<file path="config.mk">
export PLATFORM = sky130hd
export DESIGN_NAME = merge_node
export DESIGN_NICKNAME = d
export VERILOG_FILES = /design/src/source/merge_pkg.sv /design/src/source/merge_net_if.sv /design/src/source/merge_node.sv /design/src/source/block_drain.sv /design/src/source/merge_control.sv /design/src/source/bitonic_merger.sv /design/src/source/block_fifo.sv
export VERILOG_INCLUDE_DIRS = /design/src /design/src/source
export SDC_FILE = /design/constraint.sdc
export NUM_CORES = 2
export LEC_CHECK = 0
export ABC_AREA = 1
export BUFFER_PORTS_ARGS = -buffer_cell sky130_fd_sc_hd__buf_4
export CAP_MARGIN = 10
export CORE_MARGIN = 2
export CORE_UTILIZATION = 28
export DETAILED_ROUTE_END_ITERATION = 10
export PLACE_DENSITY_LB_ADDON = 0.15
export SYNTH_ARGS = -nofsm -noshare
export SYNTH_HDL_FRONTEND = slang
export SYNTH_SLANG_ARGS = --single-unit
</file>
<file path="constraint.sdc">
create_clock -name i_clk -period 23 [get_ports i_clk]
set_clock_uncertainty 0.1 [all_clocks]
set_input_delay 1.15 -clock i_clk [delete_from_list [all_inputs] [get_ports i_clk]]
set_output_delay 1.15 -clock i_clk [all_outputs]
set_load 0.02 [all_outputs]
</file>
<file path="src/source/merge_consts.svh">
`ifndef MERGE_CONSTS_SVH
`define MERGE_CONSTS_SVH

// Record layout. The sort key sits in the low bits.
`define MRG_REC_W 32
`define MRG_KEY_W 16

// Records per block, a power of two.
`define MRG_BLK 4

// Output FIFO depth in blocks.
`define MRG_OUT_DEPTH 8

`endif
</file>
<file path="src/source/merge_pkg.sv">
`include "merge_consts.svh"

package merge_pkg;

   // ########################################
   // Record and block types
   // ########################################

   typedef logic [`MRG_REC_W-1:0] rec_t;
   typedef logic [`MRG_KEY_W-1:0] key_t;

   // Record 0 holds the smallest key.
   typedef rec_t [`MRG_BLK-1:0] blk_t;

   // ########################################
   // Merge control
   // ########################################

   typedef enum logic [1:0] {
      FILL,       // Waiting for the first block of a run pair.
      MERGE,
      FLUSH_TOP,  // Both runs ended, top block goes out.
      FLUSH_END   // Terminator block goes out.
   } ctrl_state_e;

   function automatic key_t rec_key(input rec_t r);
      return r[`MRG_KEY_W-1:0];
   endfunction

endpackage

</file>
<file path="src/source/merge_net_if.sv">
`timescale 1ns/1ps

interface merge_net_if;
   import merge_pkg::*;

   blk_t blk_new;  // Head block picked from A or B.
   blk_t blk_top;  // Held upper half of the last merge.
   blk_t blk_lo;
   blk_t blk_hi;

   modport ctrl (
      output blk_new,
      output blk_top,
      input  blk_lo,
      input  blk_hi
   );

   modport net (
      input  blk_new,
      input  blk_top,
      output blk_lo,
      output blk_hi
   );

endinterface

</file>
<file path="src/source/merge_node.sv">
`timescale 1ns/1ps
`include "merge_consts.svh"

module merge_node (
   input  logic                           i_clk,
   input  logic                           i_rst_n,
   input  logic [`MRG_BLK*`MRG_REC_W-1:0] i_a_blk,
   input  logic                           i_a_empty,
   output logic                           o_a_read,
   input  logic [`MRG_BLK*`MRG_REC_W-1:0] i_b_blk,
   input  logic                           i_b_empty,
   output logic                           o_b_read,
   input  logic                           i_out_ready,
   output logic                           o_out_write,
   output logic [`MRG_BLK*`MRG_REC_W-1:0] o_out_blk,
   output logic                           o_run_end
);
   import merge_pkg::*;

   logic wr;
   blk_t wr_blk;
   logic out_full;
   logic out_empty;
   logic rd;
   blk_t head_blk;

   merge_net_if net_if ();

   merge_control ctrl_i (
      .i_clk      (i_clk),
      .i_rst_n    (i_rst_n),
      .i_a_blk    (i_a_blk),
      .i_a_empty  (i_a_empty),
      .o_a_read   (o_a_read),
      .i_b_blk    (i_b_blk),
      .i_b_empty  (i_b_empty),
      .o_b_read   (o_b_read),
      .i_out_full (out_full),
      .o_wr       (wr),
      .o_wr_blk   (wr_blk),
      .net        (net_if.ctrl)
   );

   bitonic_merger merger_i (
      .net (net_if.net)
   );

   block_fifo #(
      .DEPTH (`MRG_OUT_DEPTH)
   ) out_fifo_i (
      .i_clk    (i_clk),
      .i_rst_n  (i_rst_n),
      .i_wr     (wr),
      .i_wr_blk (wr_blk),
      .i_rd     (rd),
      .o_rd_blk (head_blk),
      .o_empty  (out_empty),
      .o_full   (out_full)
   );

   block_drain drain_i (
      .i_clk       (i_clk),
      .i_rst_n     (i_rst_n),
      .i_out_ready (i_out_ready),
      .i_empty     (out_empty),
      .i_head_blk  (head_blk),
      .o_rd        (rd),
      .o_out_write (o_out_write),
      .o_out_blk   (o_out_blk),
      .o_run_end   (o_run_end)
   );

endmodule

</file>
<file path="src/source/block_drain.sv">
`timescale 1ns/1ps

module block_drain (
   input  logic            i_clk,
   input  logic            i_rst_n,
   input  logic            i_out_ready,
   input  logic            i_empty,
   input  merge_pkg::blk_t i_head_blk,
   output logic            o_rd,
   output logic            o_out_write,
   output merge_pkg::blk_t o_out_blk,
   output logic            o_run_end
);
   import merge_pkg::*;

   logic ready_q;
   logic head_zero;

   always_ff @(posedge i_clk) begin
      if (!i_rst_n) begin
         ready_q <= 1'b0;
      end else begin
         ready_q <= i_out_ready;   // Downstream room, one cycle late.
      end
   end

   assign head_zero = (i_head_blk == '0);

   // Pop and write downstream in the same cycle.
   assign o_rd        = ready_q && !i_empty;
   assign o_out_write = o_rd;
   assign o_out_blk   = i_head_blk;
   assign o_run_end   = o_rd && head_zero;   // Terminator leaving.

endmodule

</file>
<file path="src/source/merge_control.sv">
`timescale 1ns/1ps

module merge_control (
   input  logic            i_clk,
   input  logic            i_rst_n,
   input  merge_pkg::blk_t i_a_blk,
   input  logic            i_a_empty,
   output logic            o_a_read,
   input  merge_pkg::blk_t i_b_blk,
   input  logic            i_b_empty,
   output logic            o_b_read,
   input  logic            i_out_full,
   output logic            o_wr,
   output merge_pkg::blk_t o_wr_blk,
   merge_net_if.ctrl       net
);
   import merge_pkg::*;

   ctrl_state_e state;
   blk_t        top_blk;
   blk_t        pend_blk;   // Block waiting to enter the output FIFO.
   logic        pend_vld;
   logic        a_end;
   logic        b_end;
   logic        use_a;
   logic        use_b;
   blk_t        head_blk;
   logic        head_zero;
   logic        pop;

   // ########################################
   // Head selection
   // ########################################

   always_comb begin
      use_a = 1'b0;
      use_b = 1'b0;
      if (a_end && !b_end) begin
         use_b = !i_b_empty;
      end else if (b_end && !a_end) begin
         use_a = !i_a_empty;
      end else if (!a_end && !b_end && !i_a_empty && !i_b_empty) begin
         // Ties go to A.
         if (rec_key(i_a_blk[0]) <= rec_key(i_b_blk[0])) begin
            use_a = 1'b1;
         end else begin
            use_b = 1'b1;
         end
      end
   end

   assign head_blk  = use_a ? i_a_blk : i_b_blk;
   assign head_zero = (head_blk == '0);  // Run terminator.

   always_comb begin
      case (state)
         FILL:    pop = use_a || use_b;
         MERGE:   pop = (use_a || use_b) && !i_out_full;
         default: pop = 1'b0;
      endcase
   end

   assign o_a_read    = pop && use_a;
   assign o_b_read    = pop && use_b;
   assign net.blk_new = head_blk;
   assign net.blk_top = top_blk;
   assign o_wr        = pend_vld && !i_out_full;
   assign o_wr_blk    = pend_blk;

   // ########################################
   // State and stream flags
   // ########################################

   always_ff @(posedge i_clk) begin
      if (!i_rst_n) begin
         state    <= FILL;
         pend_vld <= 1'b0;
         a_end    <= 1'b0;
         b_end    <= 1'b0;
      end else begin
         if (!i_out_full) begin
            pend_vld <= 1'b0;   // Pending block commits.
         end
         if (o_a_read && head_zero) begin
            a_end <= 1'b1;
         end
         if (o_b_read && head_zero) begin
            b_end <= 1'b1;
         end
         case (state)
            FILL: begin
               if (a_end && b_end) begin
                  state <= FLUSH_END;   // Both runs were empty.
               end else if (pop && !head_zero) begin
                  state <= MERGE;
               end
            end
            MERGE: begin
               if (a_end && b_end) begin
                  state <= FLUSH_TOP;
               end else if (pop && !head_zero) begin
                  pend_vld <= 1'b1;
               end
            end
            FLUSH_TOP: begin
               if (!i_out_full) begin
                  pend_vld <= 1'b1;
                  state    <= FLUSH_END;
               end
            end
            FLUSH_END: begin
               if (!i_out_full) begin
                  pend_vld <= 1'b1;
                  a_end    <= 1'b0;
                  b_end    <= 1'b0;
                  state    <= FILL;
               end
            end
            default: state <= FILL;
         endcase
      end
   end

   always_ff @(posedge i_clk) begin
      if (state == FILL && pop && !head_zero) begin
         top_blk <= head_blk;
      end
      if (state == MERGE && pop && !head_zero) begin
         top_blk  <= net.blk_hi;
         pend_blk <= net.blk_lo;
      end
      if (state == FLUSH_TOP && !i_out_full) begin
         pend_blk <= top_blk;
      end
      if (state == FLUSH_END && !i_out_full) begin
         pend_blk <= '0;
      end
   end

endmodule

</file>
<file path="src/source/bitonic_merger.sv">
`timescale 1ns/1ps
`include "merge_consts.svh"

module bitonic_merger (
   merge_net_if.net net
);
   import merge_pkg::*;

   localparam int N   = `MRG_BLK;
   localparam int N2  = 2 * N;
   localparam int LVL = $clog2(N2);

   // Stage 0 is the bitonic input, stage LVL the sorted union.
   rec_t stg [LVL+1][N2];

   // ########################################
   // Bitonic input
   // ########################################

   for (genvar i = 0; i < N; i++) begin : g_in
      assign stg[0][i]     = net.blk_new[i];
      assign stg[0][N + i] = net.blk_top[N - 1 - i];  // Descending half.
   end

   // ########################################
   // Half-cleaner levels
   // ########################################

   for (genvar l = 0; l < LVL; l++) begin : g_lvl
      localparam int S = N2 >> (l + 1);
      for (genvar i = 0; i < N2; i++) begin : g_rec
         if ((i & S) == 0) begin : g_cmp
            logic swap;

            assign swap = rec_key(stg[l][i]) > rec_key(stg[l][i + S]);
            assign stg[l + 1][i]     = swap ? stg[l][i + S] : stg[l][i];
            assign stg[l + 1][i + S] = swap ? stg[l][i] : stg[l][i + S];
         end
      end
   end

   for (genvar i = 0; i < N; i++) begin : g_out
      assign net.blk_lo[i] = stg[LVL][i];
      assign net.blk_hi[i] = stg[LVL][N + i];
   end

endmodule

</file>
<file path="src/source/block_fifo.sv">
`timescale 1ns/1ps

module block_fifo #(
   parameter int DEPTH = 8
) (
   input  logic            i_clk,
   input  logic            i_rst_n,
   input  logic            i_wr,
   input  merge_pkg::blk_t i_wr_blk,
   input  logic            i_rd,
   output merge_pkg::blk_t o_rd_blk,
   output logic            o_empty,
   output logic            o_full
);
   import merge_pkg::*;

   localparam int AW = $clog2(DEPTH);
   localparam int CW = AW + 1;

   blk_t            mem [DEPTH];
   logic [AW-1:0]   wr_ptr;
   logic [AW-1:0]   rd_ptr;
   logic [CW-1:0]   count;
   logic            do_wr;
   logic            do_rd;

   assign o_empty  = (count == '0);
   assign o_full   = (count == CW'(DEPTH));
   assign do_wr    = i_wr && !o_full;   // Write while full is dropped.
   assign do_rd    = i_rd && !o_empty;
   assign o_rd_blk = mem[rd_ptr];       // Head falls through.

   always_ff @(posedge i_clk) begin
      if (!i_rst_n) begin
         wr_ptr <= '0;
         rd_ptr <= '0;
         count  <= '0;
      end else begin
         if (do_wr) begin
            wr_ptr <= wr_ptr + 1'b1;
         end
         if (do_rd) begin
            rd_ptr <= rd_ptr + 1'b1;
         end
         if (do_wr && !do_rd) begin
            count <= count + 1'b1;
         end else if (do_rd && !do_wr) begin
            count <= count - 1'b1;
         end
      end
   end

   always_ff @(posedge i_clk) begin
      if (do_wr) begin
         mem[wr_ptr] <= i_wr_blk;
      end
   end

endmodule

</file>
# Word-level counts from Yosys, hierarchy flattened
# Memory sizes are Yosys's and may differ from the RTL's. A register that Yosys moved wholly into a read port is not among the register bits.
# Cells that the tools add are included.
[word_totals]
out_inout_bits = 132
elab_cells = 147
register_bits = 272
in_bits = 261
ramBits = 1024
memories = 1
[memory_table]
columns = ["name", "words", "width", "read_ports", "rd_ports_with_merged_regs", "write_ports", "line", "text"]
rows = [
  ["out_fifo_i.mem", 8, 128, 1, 1, 1, "block_fifo.sv:20", "blk_t mem [DEPTH];"],
]
[classes]
addsub = 4
n_eq_ne = 8
n_reduce_logical = 44
n_lt_le_gt_ge = 13
n_mux = 61
[ops]
columns = ["operator", "n"]
rows = [
  ["$mux 32", 24],
  ["$mux 128", 5],
  ["$logic_not 128->1", 2],
  ["$gt 16x16->1", 12],
  ["$logic_and 1x1->1", 25],
  ["$mux 1", 20],
  ["$le 16x16->1", 1],
  ["$mux 2", 5],
  ["$logic_not 1->1", 9],
  ["$mux 4", 2],
  ["$pmux 2 s4", 1],
  ["$add 3x1->3 const B", 2],
  ["$mux 3", 2],
  ["$reduce_bool 2->1", 3],
  ["$add 4x1->4 const B", 1],
  ["$eq 2x2->1 const B", 2],
  ["$eq 4x4->1 const B", 1],
  ["$logic_not 4->1", 1],
  ["$ne 2x2->1 const B", 2],
  ["$pmux 1 s2", 2],
  ["$reduce_and 4->1", 1],
  ["$sub 4x1->4 const B", 1],
  ["$ne 3x1->1 const B", 1],
  ["$eq 2x1->1 const B", 1],
  ["4 further kinds", 4],
]

# Longest topological paths before layout
[logic_depth]
ltp_word = 16
mapped_depth = 65
depth_no_buf = 60

# Hierarchy
# From an unflattened synthesis, not the netlist that was laid out.
[hier_totals]
hier_cells = 8889
area_unflattened_um2 = 73083.8
[by_module_without_submodules]
columns = ["module", "area_per_inst_um2", "cells_per_inst", "seq_area_each_um2", "n_inst"]
rows = [
  ["block_fifo", 40614.0, 3240, 31009.7, 1],
  ["merge_control", 15924.0, 2409, 6506.2, 1],
  ["bitonic_merger", 15077.0, 2985, 0.0, 1],
  ["block_drain", 1468.9, 255, 20.0, 1],
]

# Least setup slack after synthesis
# No wires, ideal clock.
[synth_path]
kind = "input port to flip-flop"
start = "input port i_b_blk[11]"
end = "register ctrl_i.top_blk (netlist bit ctrl_i.net.blk_top[19]) (data pin)"
stages = 51
setup_ps = 265
path_slack_ps = 14615
t_required_ps = 22635
arrival_time_ps = 8020
path_buffers = 10
cell_sequence = "inv_1 > ha_1 > nand2_1 > inv_2 > nand3_1 > nor3_2 > nand2_1 > nand2_1 > nand2_2 > nand2_4 > nand2_4 > buf_6 > buf_8 > buf_6 > nand2_1 > o21a_1 > inv_1 > ha_1 > [... 15 more ...] > nand2_1 > buf_4 > buf_4 > nand3_1 > nand2_1 > ha_1 > nand2_1 > inv_1 > a221oi_1 > o221ai_1 > nand2_1 > a21boi_1 > inv_1 > clkbuf_1 > clkbuf_1 > nand3_1 > nand3_1 > o21ai_1"
[synth_via]
elab_chain_cells = 13
elab_cells_between_ends = 33
cone_classes = "order compare: 8; mux: 19; reduce/logical: 6"
[synth_lines]
columns = ["item", "line", "text"]
rows = [
  ["from (decl)", "merge_node.sv:10", "input logic [`MRG_BLK*`MRG_REC_W-1:0] i_b_blk,"],
  ["$le 16x16->1", "merge_control.sv:44", "if (rec_key(i_a_blk[0]) <= rec_key(i_b_blk[0])) begin"],
  ["$mux 1", "merge_control.sv:44", ""],
  ["$mux 1", "merge_control.sv:42", "end else if (!a_end && !b_end && !i_a_empty && !i_b_empty) begin"],
  ["$mux 1", "merge_control.sv:40", "end else if (b_end && !a_end) begin"],
  ["$mux 1", "merge_control.sv:38", "if (a_end && !b_end) begin"],
  ["$mux 128", "merge_control.sv:52", "assign head_blk = use_a ? i_a_blk : i_b_blk;"],
  ["$gt 16x16->1", "bitonic_merger.sv:35", "assign swap = rec_key(stg[l][i]) > rec_key(stg[l][i + S]);"],
  ["$mux 32", "bitonic_merger.sv:37", "assign stg[l + 1][i + S] = swap ? stg[l][i] : stg[l][i + S];"],
  ["$gt 16x16->1", "bitonic_merger.sv:35", ""],
  ["$mux 32", "bitonic_merger.sv:36", "assign stg[l + 1][i] = swap ? stg[l][i + S] : stg[l][i];"],
  ["$gt 16x16->1", "bitonic_merger.sv:35", ""],
  ["$mux 32", "bitonic_merger.sv:36", ""],
  ["$mux 128 (*)", "merge_control.sv:128", "if (state == MERGE && pop && !head_zero) begin"],
  ["to (signal assigned)", "merge_control.sv:126", "top_blk <= head_blk;"],
  ["to (signal assigned)", "merge_control.sv:129", "top_blk <= net.blk_hi;"],
  ["to (decl)", "merge_control.sv:20", "blk_t top_blk;"],
]
# Mark *: on every way between the ends. The rest lies on a longest branch, timed or not. The select of a mux whose other input is x is not followed.
# A chain may end at the register's enable or synchronous reset.

# Worst setup path after layout
[layout_path]
start = "input port i_b_blk[11]"
end = "register ctrl_i.top_blk (netlist bit ctrl_i.net.blk_top[92]) (data pin)"
[layout_via]
elab_chain_cells = 13
elab_cells_between_ends = 33
cone_classes = "order compare: 8; mux: 19; reduce/logical: 6"
[layout_lines]
columns = ["item", "line"]
rows = [
  ["$le 16x16->1", "merge_control.sv:44"],
  ["$mux 1", "merge_control.sv:44"],
  ["$mux 1", "merge_control.sv:42"],
  ["$mux 1", "merge_control.sv:40"],
  ["$mux 1", "merge_control.sv:38"],
  ["$mux 128", "merge_control.sv:52"],
  ["$gt 16x16->1", "bitonic_merger.sv:35"],
  ["$mux 32", "bitonic_merger.sv:37"],
  ["$gt 16x16->1", "bitonic_merger.sv:35"],
  ["$mux 32", "bitonic_merger.sv:37"],
  ["$gt 16x16->1", "bitonic_merger.sv:35"],
  ["$mux 32", "bitonic_merger.sv:36"],
  ["$mux 128 (*)", "merge_control.sv:128"],
]
# Marked as above.

==> results.py <==
metrics = {
    "global_routing": {
        "track_usage_pct": 21.3,
        "grt_pass1_vias": 54707,
        "gr-total-overflow": 0,
        "antenna_found_initial": 12,
        "grt_pass1_wl_um": 395000,
        "grt_max_degree": 186,
    },
    "timing": {
        "fin_hold_ws_ps": 366,
        "tightestPinTransition_ps": 1280,
        "setup_tns_ps": 0,
        "setup_viol": 0,
        "fmax_mhz": 83.7,
        "post-route-min-period_ps": 11950,
        "maxSlewHeadroom_pct": 14.1,
        "finalHoldViolCount": 0,
        "timing.final.crit_share_pct": 52.0,
        "drv_slew": 0,
        "rsz0062_at_grt": "false",
    },
    "cells_and_area": {
        "finalNonFillerCells": 11499,
        "final_cell_mix": "nand2_1, edfxtp_1, nor2_1, nand3_1, o21ai_0",
        "drive_gt1_share_pct": 9.78,
        "areaGrowthSynthToFinish_pct": 15.1,
        "final_common_cell": "nand2_1",
        "nNetsFinal": 8531,
    },
    "setup_path": {
        "critPathArrivalTime_ps": 12350,
        "startpoint": "i_b_blk[11]",
        "cp_common_cell": "nand2_1",
        "start_kind": "input port",
        "cp_max_fo": 83,
        "cp_data_required_time_ps": 23400,
        "slowest_stage": "buf_4",
        "r2r_start": "ctrl_i.b_end",
        "reg2reg_depth": 36,
        "cp-end-kind": "register",
        "critPathMaxStageDelay_ps": 720,
        "crit_type": "input port to register",
    },
    "route": {
        "wirelength_um": 276000,
        "vias": 59700,
        "routed-wl-met2_um": 117000,
        "drt-pass1-iter-count": 7,
        "ant_nets": 0,
        "vias_per_cell": 5.19,
        "drt_iter0_drc": 6596,
        "wl_per_cell_um": 24.0,
        "drc": 0,
        "dr.max_layer_used": "met5",
        "wl_met3_um": 21900,
        "met1_length_um": 131000,
    },
    "logic_synthesis": {
        "syn-num-nets": 8428,
        "ys_ff_latch": 1299,
        "syn_area_per_cell_sq_um": 8.73,
        "synth_edf_count": 1152,
        "synthArstFlopShare_pct": 0,
        "ys_seq_area_share_pct": 54.1,
        "ys_types": 59,
        "netlist_area_sq_mm": 0.0694,
        "ys.warnings.count": 0,
        "ys.flop_type": "edfxtp_1",
        "syn_inst": 7953,
    },
    "clock_network": {
        "post_cts_resized": 0,
        "clk_pin_slew_ps": 60,
        "h-tree-depth": 4,
        "cts_max_path_buffers": 3,
        "cts_setup_buffers": 0,
        "cts_root_buffer": "clkbuf_16",
        "holdBufCountCts": 0,
        "clk_latency_ps": 800,
        "cts_buffers": 154,
        "cts_tree": "built",
        "numClockSinks": 1299,
    },
    "die": {
        "io_pins": 393,
        "fp.dieH_um": 502,
        "start_util_pct": 28.2,
        "core_area_sq_mm": 0.246,
        "die_area_sq_mm": 0.252,
        "fp.dieW_um": 502,
        "rows": 182,
    },
    "min_path": {
        "hold_depth": 1,
        "hp-start": "out_fifo_i.rd_ptr[2]",
        "hold_path_class": "register to register",
    },
    "pwr": {
        "power_leakage_uw": 0.0314,
        "power_uw": 11600,
        "powerDensity_mw_per_mm2": 145,
        "vdd_drop_max_mv": 0.218,
    },
    "placement": {
        "dpl.hpwl_um": 184000,
        "port-buffer-count": 392,
        "place_congestion": 0.898,
        "dp.cells": 11212,
    },
    "status": {
        "status": "completed",
    },
    "flow_run": {
        "drv_cap": 0,
    },
}
power by group:
group          leakage, uW  internal (uW)  switching [uW]  total [uW]
clock              0.00238           1320            1030        2350
sequential          0.0117           3090             559        3650
combinational       0.0173           1710            3860        5560
total               0.0314           6110            5450       11600
flip-flops by register name (all words and copies together), names as in the netlist, 2 cells and up, named ones only:
name / count
ctrl_i.state: 2
ctrl_i.o_wr_blk: 128
out_fifo_i.wr_ptr: 3
ctrl_i.net.blk_top: 128
out_fifo_i.count: 4
out_fifo_i.rd_ptr: 3
out_fifo_i.mem: 1024
cell type report:
class / instances / area [sq um]
Fill cell: 25535 / 166000
Sequential cell: 1299 / 37500
Multi-Input combinational cell: 5637 / 27800
Tap cell: 3312 / 4140
Clock buffer: 191 / 4090
Timing Repair Buffer: 480 / 3680
Inverter: 484 / 1850
Clock inverter: 93 / 737
Antenna cell: 3 / 7.51
Yosys cell counts, types with 2 or more instances:
master,count,area [sq um]
o211ai_1,7,52.6
o21ai_2,5,43.8
o21bai_1,2,15.0
nor3_2,2,20.0
dfxtp_1,147,2940
a21oi_1,350,1750
nand4_2,3,37.5
nand2_2,8,50.1
nand3_2,28,280
o221ai_1,3,26.3
nand2_4,3,33.8
clkbuf_1,352,1320
buf_6,23,259
buf_1,54,203
o21ai_1,146,731
and3_1,4,25.0
nand3b_1,2,15.0
or4_1,3,22.5
nand4_1,38,238
or2_1,4,25.0
nand3_1,1001,5010
inv_1,475,1780
buf_4,22,165
o21ai_0,794,3970
o21a_1,31,233
o221a_2,4,45.0
nor4_1,35,219
buf_8,5,75.1
or2_0,4,25.0
a31oi_1,94,588
nand2_1,1550,5820
xor2_1,2,17.5
mux2i_1,8,80.1
buf_2,76,380
a211oi_1,11,82.6
clkinv_1,2,7.51
nor2_1,1012,3800
o22ai_1,165,1030
a2111oi_0,2,17.5
and2_1,61,382
inv_2,7,26.3
nor3_1,28,140
ha_1,213,2670
edfxtp_1,1152,34600
critical path, delay by kind of cell:
| family | cells | cell delay (ps) |
|---|---|---|
| buffers and inverters | 13 | 3330 |
| AND/OR/NAND/NOR | 22 | 4930 |
| adder cells (fa/ha/maj) | 4 | 1170 |
| AO/OA/AOI/OAI | 7 | 1530 |
metal layers:
metal	global-route usage, %	vias to the layer above
li1	-	27862
met4	4.92	2
met5	0	-
met3	3.51	273
met2	31.4	2520
met1	32.1	29043
through the flow:
| step | instance area (sq um) | utilization [%] | worst slack [ps] |
|---|---|---|---|
| final | 79900 | 32.4 | 11050 |
| after global routing | 79900 | 32.4 | 10360 |
| after CTS | 79900 | 32.4 | 11080 |
| after detailed placement | 75000 | 30.5 | 10250 |
| after global placement | 75000 | 30.5 | 10250 |
| after floorplan | 69400 | - | 14620 |
final timing paths:
| check | to | slack, ps |
|---|---|---|
| worst max-delay path | ctrl_i.net.blk_top[92] | 11050 |
| worst min-delay path | register | 370 |
| worst max register to register | ctrl_i.net.blk_top[92] | 11650 |
| worst min register to register | register | 370 |
cells by family after synthesis:
family | synth area share, %
adders and majority gates | 3.87
buffers and inverters | 6.11
DFF | 54.1
AOI/OAI and AO/OA | 12.5
and+or+nand+nor | 23.3
xor gates and xnor gates | 0.0252
muxes | 0.115
Note: power is estimated with default switching activity, not from simulation.
